===== src/hdl/sq_params.svh =====
`ifndef SQ_PARAMS_SVH
`define SQ_PARAMS_SVH

// store queue geometry
`define SQ_SZ               8
`define SQ_IDX_BITS         3

// occupancy runs from 0 to SQ_SZ, so one bit wider than an index
`define SQ_NUM_ENTRIES_BITS 4

// superscalar width
`define N                   2

// wide enough for a per-cycle count of 0..N
`define NUM_SCALAR_BITS     2

// datapath
`define XLEN                32
`define NUM_BYTES           4

`endif


===== src/hdl/sq_pkg.sv =====
`default_nettype none

`include "sq_params.svh"

package sq_pkg;

    // word address that a forward compares whole
    typedef logic [`XLEN-1:0] ADDR;

    typedef union packed {
        logic [`XLEN-1:0]            word;
        logic [`NUM_BYTES-1:0][7:0]  bytes;
    } DATA;

    typedef logic [`NUM_BYTES-1:0] BYTE_MASK;

    // the wrap bit tells a full queue from an empty one
    typedef struct packed {
        logic                    wrap;
        logic [`SQ_IDX_BITS-1:0] sq_idx;
    } SQ_POINTER;

    typedef logic [`SQ_SZ-1:0] SQ_MASK;

    // one resolved store
    typedef struct packed {
        ADDR      addr;
        DATA      result;
        BYTE_MASK byte_mask;
    } STORE_QUEUE_PACKET;

endpackage

`default_nettype wire


===== src/hdl/psel_gen.sv =====
`timescale 1ns/1ps
`default_nettype none

module psel_gen #(
    parameter int WIDTH = 8
) (
    input  logic [WIDTH-1:0] req,
    output logic [WIDTH-1:0] gnt
);

    // above[i] is set when any request sits above bit i
    logic [WIDTH-1:0] above;

    assign above[WIDTH-1] = 1'b0;

    for (genvar i = 0; i < WIDTH - 1; i++) begin : g_above
        assign above[i] = |req[WIDTH-1:i+1];
    end

    // only the highest request survives and a zero req grants nothing
    assign gnt = req & ~above;

endmodule

`default_nettype wire


===== src/hdl/store_forward.sv =====
`timescale 1ns/1ps
`default_nettype none

`include "sq_params.svh"

module store_forward
    import sq_pkg::*;
(
    input  STORE_QUEUE_PACKET [`SQ_SZ-1:0] entries,
    input  SQ_MASK                         unresolved,
    input  SQ_POINTER                      oldest,
    input  SQ_POINTER                      load_sq_tail,
    input  ADDR                            load_req_addr,
    output DATA                            sq_load_data,
    output BYTE_MASK                       sq_data_mask
);

    localparam int PTR_BITS = `SQ_IDX_BITS + 1;

    logic [PTR_BITS-1:0] window;
    logic                window_empty;
    logic [`SQ_SZ-1:0]   addr_hit;

    // number of undrained stores older than the load
    assign window = load_sq_tail - oldest;

    // a tail that fell behind the drain head leaves nothing to search either
    assign window_empty = (window == '0) || (window > PTR_BITS'(`SQ_SZ));

    always_comb begin
        for (int j = 0; j < `SQ_SZ; j++) begin
            addr_hit[j] = !unresolved[j] && (entries[j].addr == load_req_addr);
        end
    end

    for (genvar b = 0; b < `NUM_BYTES; b++) begin : g_lane
        logic [`SQ_SZ-1:0] match;
        logic [`SQ_SZ-1:0] rotated;
        logic [`SQ_SZ-1:0] rotated_gnt;
        logic [`SQ_SZ-1:0] winner;
        logic [7:0]        lane_byte;

        always_comb begin
            for (int j = 0; j < `SQ_SZ; j++) begin
                match[j] = addr_hit[j] && entries[j].byte_mask[b];
            end
        end

        // rotate so the entry just below the load tail lands on the top bit
        always_comb begin
            logic [`SQ_IDX_BITS-1:0] src;
            for (int k = 0; k < `SQ_SZ; k++) begin
                src = load_sq_tail.sq_idx + `SQ_IDX_BITS'(k);
                rotated[k] = match[src];
                // low positions hold drained or younger entries
                if (window_empty || (k < `SQ_SZ - int'(window))) begin
                    rotated[k] = 1'b0;
                end
            end
        end

        psel_gen #(
            .WIDTH(`SQ_SZ)
        ) i_newest (
            .req(rotated),
            .gnt(rotated_gnt)
        );

        always_comb begin
            logic [`SQ_IDX_BITS-1:0] src;
            for (int j = 0; j < `SQ_SZ; j++) begin
                src = `SQ_IDX_BITS'(j) - load_sq_tail.sq_idx;
                winner[j] = rotated_gnt[src];
            end
        end

        // winner is one-hot or zero
        always_comb begin
            lane_byte = '0;
            for (int j = 0; j < `SQ_SZ; j++) begin
                if (winner[j]) begin
                    lane_byte = entries[j].result.bytes[b];
                end
            end
        end

        assign sq_load_data.bytes[b] = lane_byte;
        assign sq_data_mask[b]       = |winner;
    end

endmodule

`default_nettype wire


===== src/hdl/store_queue.sv =====
`timescale 1ns/1ps
`default_nettype none

`include "sq_params.svh"

module store_queue
    import sq_pkg::*;
(
    input  logic                        clock,
    input  logic                        reset,
    // store unit
    input  STORE_QUEUE_PACKET           sq_packet,
    input  SQ_MASK                      resolving_sq_mask,
    // dispatch
    input  logic [`NUM_SCALAR_BITS-1:0] stores_dispatching,
    output logic [`NUM_SCALAR_BITS-1:0] sq_spots,
    output SQ_POINTER                   sq_tail,
    output SQ_MASK                      sq_mask_combinational,
    // load unit
    input  SQ_POINTER                   load_sq_tail,
    input  ADDR                         load_req_addr,
    output DATA                         sq_load_data,
    output BYTE_MASK                    sq_data_mask,
    // branch stack
    input  logic                        sq_restore_valid,
    input  SQ_POINTER                   sq_tail_restore,
    input  SQ_MASK                      sq_mask_restore,
    // data cache
    input  logic                        store_req_accepted,
    output logic                        store_req_valid,
    output DATA                         store_req_data,
    output ADDR                         store_req_addr,
    output BYTE_MASK                    store_req_byte_mask,
    // retire
    input  logic [`NUM_SCALAR_BITS-1:0] num_store_retiring
);

    localparam int PTR_BITS = `SQ_IDX_BITS + 1;
    localparam int CNT_BITS = `SQ_NUM_ENTRIES_BITS;

    STORE_QUEUE_PACKET [`SQ_SZ-1:0] entries;

    SQ_MASK sq_mask;
    SQ_MASK next_sq_mask;
    SQ_MASK dispatch_mask;

    // retire_head moves on retire, drain_head on cache accept
    SQ_POINTER retire_head;
    SQ_POINTER drain_head;
    SQ_POINTER next_retire_head;
    SQ_POINTER next_drain_head;
    SQ_POINTER next_tail;

    logic [CNT_BITS-1:0] sq_entries;
    logic [CNT_BITS-1:0] next_sq_entries;
    logic [CNT_BITS-1:0] undrained;
    logic [CNT_BITS-1:0] next_undrained;
    logic [CNT_BITS-1:0] free_slots;
    logic [PTR_BITS-1:0] unretired;

    // dispatch
    assign free_slots = CNT_BITS'(`SQ_SZ) - sq_entries;
    assign sq_spots   = (free_slots < CNT_BITS'(`N)) ? `NUM_SCALAR_BITS'(free_slots)
                                                     : `NUM_SCALAR_BITS'(`N);

    // new stores start out unresolved
    always_comb begin
        logic [`SQ_IDX_BITS-1:0] slot;
        dispatch_mask = '0;
        for (int k = 0; k < `N; k++) begin
            slot = sq_tail.sq_idx + `SQ_IDX_BITS'(k);
            if (k < int'(stores_dispatching)) begin
                dispatch_mask[slot] = 1'b1;
            end
        end
    end

    assign sq_mask_combinational = sq_mask & ~resolving_sq_mask;

    // restore wins over dispatch
    assign next_sq_mask = sq_restore_valid ? (sq_mask_restore & ~resolving_sq_mask)
                                           : (sq_mask_combinational | dispatch_mask);

    assign next_tail = sq_restore_valid ? sq_tail_restore
                                        : SQ_POINTER'(sq_tail + PTR_BITS'(stores_dispatching));

    assign next_retire_head = SQ_POINTER'(retire_head + PTR_BITS'(num_store_retiring));
    assign next_drain_head  = SQ_POINTER'(drain_head + PTR_BITS'(store_req_accepted));

    // wrap bits differ on a full queue, so the difference reads SQ_SZ there
    assign next_sq_entries = sq_restore_valid
                           ? CNT_BITS'(sq_tail_restore - next_drain_head)
                           : sq_entries + CNT_BITS'(stores_dispatching)
                                        - CNT_BITS'(store_req_accepted);

    assign next_undrained = undrained + CNT_BITS'(num_store_retiring)
                                      - CNT_BITS'(store_req_accepted);

    assign unretired = sq_tail - retire_head;

    // drain port serves the oldest retired store
    assign store_req_valid     = (undrained != '0);
    assign store_req_addr      = entries[drain_head.sq_idx].addr;
    assign store_req_data      = entries[drain_head.sq_idx].result;
    assign store_req_byte_mask = entries[drain_head.sq_idx].byte_mask;

    store_forward i_store_forward (
        .entries      (entries),
        .unresolved   (sq_mask),
        .oldest       (drain_head),
        .load_sq_tail (load_sq_tail),
        .load_req_addr(load_req_addr),
        .sq_load_data (sq_load_data),
        .sq_data_mask (sq_data_mask)
    );

    always_ff @(posedge clock) begin
        if (reset) begin
            sq_tail     <= '0;
            retire_head <= '0;
            drain_head  <= '0;
            sq_entries  <= '0;
            undrained   <= '0;
            sq_mask     <= '0;
        end else begin
            sq_tail     <= next_tail;
            retire_head <= next_retire_head;
            drain_head  <= next_drain_head;
            sq_entries  <= next_sq_entries;
            undrained   <= next_undrained;
            sq_mask     <= next_sq_mask;
        end
    end

    // resolved store lands in its slot
    always_ff @(posedge clock) begin
        for (int i = 0; i < `SQ_SZ; i++) begin
            if (resolving_sq_mask[i]) begin
                entries[i] <= sq_packet;
            end
        end
    end

    a_dispatch_spots: assert property (@(posedge clock) disable iff (reset)
        stores_dispatching <= sq_spots)
        else $error("store_queue: dispatch %0d over %0d spots", stores_dispatching, sq_spots);

    a_accept_valid: assert property (@(posedge clock) disable iff (reset)
        store_req_accepted |-> store_req_valid)
        else $error("store_queue: accept with no store request");

    // retire can only cover stores that were dispatched
    a_retire_tail: assert property (@(posedge clock) disable iff (reset)
        PTR_BITS'(num_store_retiring) <= unretired)
        else $error("store_queue: retire %0d past tail", num_store_retiring);

    a_resolve_onehot: assert property (@(posedge clock) disable iff (reset)
        $onehot0(resolving_sq_mask))
        else $error("store_queue: resolve mask %h not one-hot", resolving_sq_mask);

endmodule

`default_nettype wire


===== src/hdl/store_subsystem.sv =====
`timescale 1ns/1ps
`default_nettype none

`include "sq_params.svh"

module store_subsystem
    import sq_pkg::*;
(
    input  logic                        clock,
    input  logic                        reset,
    input  STORE_QUEUE_PACKET           sq_packet,
    input  SQ_MASK                      resolving_sq_mask,
    input  logic [`NUM_SCALAR_BITS-1:0] stores_dispatching,
    output logic [`NUM_SCALAR_BITS-1:0] sq_spots,
    output SQ_POINTER                   sq_tail,
    output SQ_MASK                      sq_mask_combinational,
    input  SQ_POINTER                   load_sq_tail,
    input  ADDR                         load_req_addr,
    output DATA                         sq_load_data,
    output BYTE_MASK                    sq_data_mask,
    input  logic                        sq_restore_valid,
    input  SQ_POINTER                   sq_tail_restore,
    input  SQ_MASK                      sq_mask_restore,
    input  logic                        store_req_accepted,
    output logic                        store_req_valid,
    output DATA                         store_req_data,
    output ADDR                         store_req_addr,
    output BYTE_MASK                    store_req_byte_mask,
    input  logic [`NUM_SCALAR_BITS-1:0] num_store_retiring
);

    store_queue i_store_queue (
        .clock                (clock),
        .reset                (reset),
        .sq_packet            (sq_packet),
        .resolving_sq_mask    (resolving_sq_mask),
        .stores_dispatching   (stores_dispatching),
        .sq_spots             (sq_spots),
        .sq_tail              (sq_tail),
        .sq_mask_combinational(sq_mask_combinational),
        .load_sq_tail         (load_sq_tail),
        .load_req_addr        (load_req_addr),
        .sq_load_data         (sq_load_data),
        .sq_data_mask         (sq_data_mask),
        .sq_restore_valid     (sq_restore_valid),
        .sq_tail_restore      (sq_tail_restore),
        .sq_mask_restore      (sq_mask_restore),
        .store_req_accepted   (store_req_accepted),
        .store_req_valid      (store_req_valid),
        .store_req_data       (store_req_data),
        .store_req_addr       (store_req_addr),
        .store_req_byte_mask  (store_req_byte_mask),
        .num_store_retiring   (num_store_retiring)
    );

endmodule

`default_nettype wire


===== config.mk =====
export PLATFORM = sky130hd
export DESIGN_NAME = store_subsystem
export DESIGN_NICKNAME = d
export VERILOG_FILES = /design/src/hdl/sq_pkg.sv /design/src/hdl/psel_gen.sv /design/src/hdl/store_forward.sv /design/src/hdl/store_queue.sv /design/src/hdl/store_subsystem.sv
export VERILOG_INCLUDE_DIRS = /design/src /design/src/hdl
export SDC_FILE = /design/constraint.sdc
export NUM_CORES = 1
export LEC_CHECK = 0
export ABC_AREA = 1
export BUFFER_PORTS_ARGS = -buffer_cell sky130_fd_sc_hd__buf_2
export CORE_MARGIN = 5
export CORE_UTILIZATION = 45
export DETAILED_ROUTE_END_ITERATION = 8
export GPL_TIMING_DRIVEN = 0
export PLACE_DENSITY = 0.69
export RECOVER_POWER = 100
export SLEW_MARGIN = 25
export SYNTH_ARGS = -nofsm -noshare
export SYNTH_HDL_FRONTEND = slang
export SYNTH_HIERARCHICAL = 1
export SYNTH_SLANG_ARGS = --single-unit

===== constraint.sdc =====
create_clock -name clock -period 7.5 [get_ports clock]
set_input_delay 0.375 -clock clock [delete_from_list [all_inputs] [get_ports clock]]
set_output_delay 0.375 -clock clock [all_outputs]
set_load 0.01 [all_outputs]

### Word-level counts from Yosys, hierarchy flattened

Index checks and enable logic that the tools add are counted.

| storage, ports and cells | value |
|---|---|
| flip-flop bits (word level) | 568 |
| input port bits | 132 |
| output and inout port bits | 119 |
| word-level logic and storage cells | 404 |

| operators by class | value |
|---|---|
| add/subtract/negate cells | 26 |
| order comparisons | 33 |
| equal/unequal tests | 8 |
| mux-type cells | 204 |
| bitwise logic cells | 13 |
| reduce and logical (&&, ||, !) cells | 89 |

Operators by type and width:

| operator | number |
|---|---|
| 8-bit 2-to-1 mux | 35 |
| 32-bit equality test | 8 |
| 68-bit binary-select mux with 3-bit select | 1 |
| 1-bit binary-select mux with 3-bit select | 64 |
| 1-bit 2-to-1 mux | 98 |
| 3-bit by 4-bit < comparator with 1-bit output (second input constant) | 19 |
| 68-bit 2-to-1 mux | 1 |
| 8-bit AND | 6 |
| 1-bit logical AND | 42 |
| 7-bit NOT with 8-bit output | 4 |
| 8-bit OR reduction | 4 |
| 7-bit OR reduction | 4 |
| 6-bit OR reduction | 4 |
| 4-bit by 5-bit < comparator with 1-bit output (first input constant) | 4 |
| 5-bit OR reduction | 4 |
| 8-bit OR | 2 |
| 4-bit OR reduction | 4 |
| 3-bit adder (second input constant) | 4 |
| 4-bit by 2-bit adder with 4-bit output | 3 |
| 3-bit OR reduction | 4 |
| 3-bit subtractor (first input constant) | 4 |
| 3-bit by 5-bit < comparator with 1-bit output (first input constant) | 2 |
| 1-bit logical OR | 9 |
| 1-bit zero test | 8 |
| 22 further kinds | 35 |

### Logic depth before layout (Yosys ltp)

| logic depth | value |
|---|---|
| depth after elaboration | 19 |
| gate-level depth with buffers | 36 |

### By module

Netlist, hierarchy kept.

Modules (own cells, without submodules):

| module | times used | cells an instance | area each (um2) | seq. area each (um2) |
|---|---|---|---|---|
| store_queue | 1 | 1789 | 22724.3 | 16816.1 |
| store_forward | 1 | 2218 | 10038.4 | 0.0 |
| psel_gen | 4 | 20 | 88.8 | 0.0 |

### Worst setup path after synthesis

OpenSTA, ideal clock, no wires.

| timing | value |
|---|---|
| kind | input-to-output |
| start point | input load_sq_tail[0] in the netlist's numbering |
| end point | output sq_load_data[14] in the netlist's numbering |
| arrival time | 4.300 ns |
| required time | 7.125 ns |
| slack | 2.825 ns |
| stages on the path | 33 |
| path buffers | 5 |
| path through | buf_6 -> inv_4 -> buf_6 -> buf_6 -> clkbuf_1 -> ha_1 -> fa_1 -> ha_1 -> inv_1 -> nor2_1 -> inv_1 -> o21ai_0 -> inv_1 -> nand2_1 -> a21oi_1 -> nand2_1 -> nor2_1 -> nor2_2 -> nand3_2 -> nor2_1 -> or2_2 -> o21ai_1 -> nand2_1 -> o21ai_1 -> nand2_1 -> o21ai_0 -> inv_2 -> buf_2 -> a21oi_1 -> nand2_1 -> nand2_1 -> nand2_1 -> nand2_1 |

RTL lines:

| what | line | source |
|---|---|---|
| start: declaration | store_subsystem.sv:17 | `input SQ_POINTER load_sq_tail,` |
| end: declaration | store_subsystem.sv:19 | `output DATA sq_load_data,` |

### Worst setup path after layout

| timing | value |
|---|---|
| start point | input load_sq_tail[0] in the netlist's numbering |
| end point | output sq_data_mask[3] |

| between the ends | value |
|---|---|
| word-level cells in the longest chain between the ends | 11 |
| elaborated cells between the ends (all ways) | 85 |

Ends and longest elaborated chain:

| what | line | source |
|---|---|---|
| 4-bit subtractor | store_forward.sv:25 | `assign window = load_sq_tail - oldest;` |
| 4-bit by 4-bit subtractor with 5-bit output (no source line) (tied with other cells) | - |  |
| 4-bit by 5-bit < comparator with 1-bit output or 1-bit logical OR (tied branches) | store_forward.sv:56, store_forward.sv:28 |  |
| 1-bit logical OR | store_forward.sv:56 | `` if (window_empty \|\| (k < `SQ_SZ - int'(window))) begin `` |
| 1-bit 2-to-1 mux * | store_forward.sv:56 |  |
| net i_store_queue.i_store_forward.g_lane[3].rotated[5] | store_forward.sv:38 | `` logic [`SQ_SZ-1:0] rotated; `` |
| 7-bit OR reduction * | psel_gen.sv:17 | `assign above[i] = \|req[WIDTH-1:i+1];` |
| 7-bit NOT with 8-bit output * | psel_gen.sv:21 | `assign gnt = req & ~above;` |
| 8-bit AND * | psel_gen.sv:21 |  |
| net i_store_queue.i_store_forward.g_lane[3].rotated_gnt[0] | store_forward.sv:39 | `` logic [`SQ_SZ-1:0] rotated_gnt; `` |
| 1-bit binary-select mux with 3-bit select | store_forward.sv:73 | `winner[j] = rotated_gnt[src];` |
| 1-bit 2-to-1 mux (implied by the code) | store_forward.sv:73 |  |
| 8-bit OR reduction * | store_forward.sv:88 | `assign sq_data_mask[b] = \|winner;` |
| end: declaration | store_subsystem.sv:20 | `output BYTE_MASK sq_data_mask,` |

The timed path passes the listed nets; every way through them passes the cells marked *. The select of a mux whose other input is x is not followed.

==> qor.csv <==
metric,value,unit
critPathMostFrequentCell,inv_1,
drtIter0Drc,4234,
final_net_count,4562,
wl_per_cell,22.0,um
cp_slowest_cell,o21ai_1,
vdd_drop_max,0.205,mV
vias,31200,
place_congestion,0.998,
grt_pass1_wl,176,mm
worstSetupStartpointType,input pin,
start_util,45.4,%
grt_pass1_vias,29300,
root_buffer,clkbuf_16,
clk_latency,0.64,ns
vias_per_cell,5.75,
fillers,6886,
combPwrFrac,24.2,%
tightest_slew,4.37,ns
cts_resized,0,
drc,0,
fmax,147,MHz
grt_overflow,0,
die_width,281,um
syn_area,33100,um^2
slew_headroom,-192,%
worstSetupPathType,input pin to output pin,
status,"finished, violations left",
seqPwrFrac,42.7,%
finalInstanceArea,37400,um^2
ys.flop_type,edfxtp_1,
power.internal,0.00625,W
synth_area_leader_cell,edfxtp_1,
min_path_type,input pin to flop,
ys_warn_count,6,
coreArea,73000,um^2
ys_top_cells_by_area,"edfxtp_1 49%, nand2_1 14%, nor2_1 8.4%",
cp.required,7.12,ns
antenna_found_initial,20,
wl,119,mm
firstDrtPassIters,6,
fp.dieArea,79100,um^2
rsz0062_at_grt,false,
grt_max_degree,54,
p_per_area,247,nW/um^2
final.setup.tns,0,ns
ys_ff_latch,568,
p_leak,15.7,nW
cts_buffer_depth,3,
clk_pin_slew,0.06,ns
yosysUniqueCellTypes,42,
synth-async-reset-ratio,0,%
final_cell_mix,"1229 x nand2_1, 744 x nor2_1, 544 x edfxtp_1",
fin_crit_sh,90.5,%
slowest_delay,0.74,ns
violations,"capacitance limit, slew limit",
layout-drive-gt1-share,7.78,%
worstSetupEndpointType,output pin,
setup_viol,0,
synthCells,4087,
tritoncts,yes,
final_common_cell,nand2_1,
swShare,32.6,%
fp.dieH,281,um
arrival,6.41,ns
report.final.hold_viol_count,0,
numCtsBuffers,61,
grt_usage,29.0,%
io_buffers,228,
ant_nets,0,
power_switching,0.00302,W
synth.yosys.seq_area_share,50.8,%
ioPinCount,251,
place_area,35700,um^2
cts.sinks,568,
postSynthAreaPerCell,8.10,um^2
htree_num_levels,2,
maxCapViolCount,15,
drv_slew,558,
final_core_util,51.3,%
synth_top_area_share,49.3,%
period_minus_slack,6.79,ns
area_growth,13.0,%
syn_nets,4250,
clockPowerShare,33.1,%
skew,0.00620,ns
num_rows,99,
dpl.hpwl,84.0,mm
synth-edff-count,544,
worstPathMaxFanout,11,
-- registers in the layout, indices dropped and copies added (netlist names) --
signal	cells
i_store_queue/entries	544
i_store_queue/sq_mask	8
i_store_queue/drain_head	4
i_store_queue/sq_entries	4
i_store_queue/sq_tail	4
i_store_queue/undrained	4
-- routing by layer --
layer	track usage, %	vias up	wire length, um
met1	39.6	14600	46400
met4	10.6	8	4610
met5	0	-	59
met3	5.61	308	13600
met2	46.6	1939	54700
li1	-	14300	-
-- worst paths after layout --
path	start	endpoint	slack (ns)	cells after the start
max reg2reg	i_store_queue/drain_head[1]	i_store_queue/sq_entries[2]	3.82	8
max	load_sq_tail[0]	sq_data_mask[3]	0.71	32
min reg2reg	i_store_queue/drain_head[3]	i_store_queue/drain_head[3]	0.55	2
min	sq_tail_restore[0]	i_store_queue/sq_tail[0]	0.06	3
-- final cells by class --
type / instances / area [um^2] / share of cell area, %
Sequential cell: 568 / 16800 / 44.9
Tap cell: 959 / 1200 / 3.21
Timing Repair Buffer: 249 / 1080 / 2.89
Clock inverter: 45 / 434 / 1.16
Antenna cell: 19 / 47.5 / 0.127
Multi-Input combinational cell: 2986 / 14000 / 37.3
Inverter: 326 / 1230 / 3.28
Buffer: 207 / 1090 / 2.92
Clock buffer: 68 / 1570 / 4.20
-- Yosys cell counts (13+ instances only) --
master	n
nand3_1	168
nor2_1	744
dfxtp_1	24
xor2_1	25
buf_6	14
ha_1	26
or2_2	13
edfxtp_1	544
nand2_1	1229
nand4_1	63
buf_1	13
buf_2	90
buf_4	29
o211ai_1	19
inv_1	298
clkbuf_1	61
nor2_2	15
a21oi_1	181
xnor2_1	61
o32ai_1	136
o21ai_0	192
o21ai_1	39
inv_2	26
-- cells by family (layout without fill, tap and decap cells) --
| group | after synthesis | count (layout) | share of synthesized area [%] |
|---|---|---|---|
| simple gates | 2276 | 2276 | 27.5 |
| fa+ha+maj | 31 | 31 | 1.28 |
| buf+inv | 533 | 895 | 7.03 |
| mux | 2 | 2 | 0.0831 |
| xor+xnor | 88 | 88 | 2.44 |
| other cells | 0 | 19 | 0 |
| compound gates | 589 | 589 | 10.9 |
| flops | 568 | 568 | 50.8 |
-- worst max-delay path: cells and delay by family --
kind	cells	cell delay, ns
fa+ha+maj	3	0.93
buf+inv	15	2.58
simple gates	10	1.03
compound gates	4	1.49
-- per-stage QoR --
step / worst slack, ns / hold WS (ns) / cells / total power, W
detailed placement: 1.00 / 0.546 / 5282 / 0.00623
global placement: 1.04 / 0.535 / 5274 / 0.00619
finish: 0.711 / 0.0645 / 5427 / 0.00926
floorplan: 2.82 / 0.474 / 4087 / 0.00533
CTS: 0.980 / 0.000107 / 5408 / 0.00927
global route: 0.248 / 0.0583 / 5420 / 0.00967
-- what timing repair did --
item / 4_1_cts / 5_1_grt
buffers inserted: 0 / 0
hold endpoints to repair: 79 / 0
hold buffers: 13 / 0
endpoints found under the setup margin: 0 / 0
-- power groups by stage --
stage / Clock [W] / Sequential, W / Combinational [W]
final: 0.00306 / 0.00395 / 0.00225
after global routing: 0.00323 / 0.00398 / 0.00246
after CTS: 0.00308 / 0.00393 / 0.00225
after detailed placement: 0 / 0.00400 / 0.00223
after global placement: 0 / 0.00400 / 0.00219
after floorplan: 0 / 0.00395 / 0.00138
No activity file was read; power rests on OpenSTA's default activity.
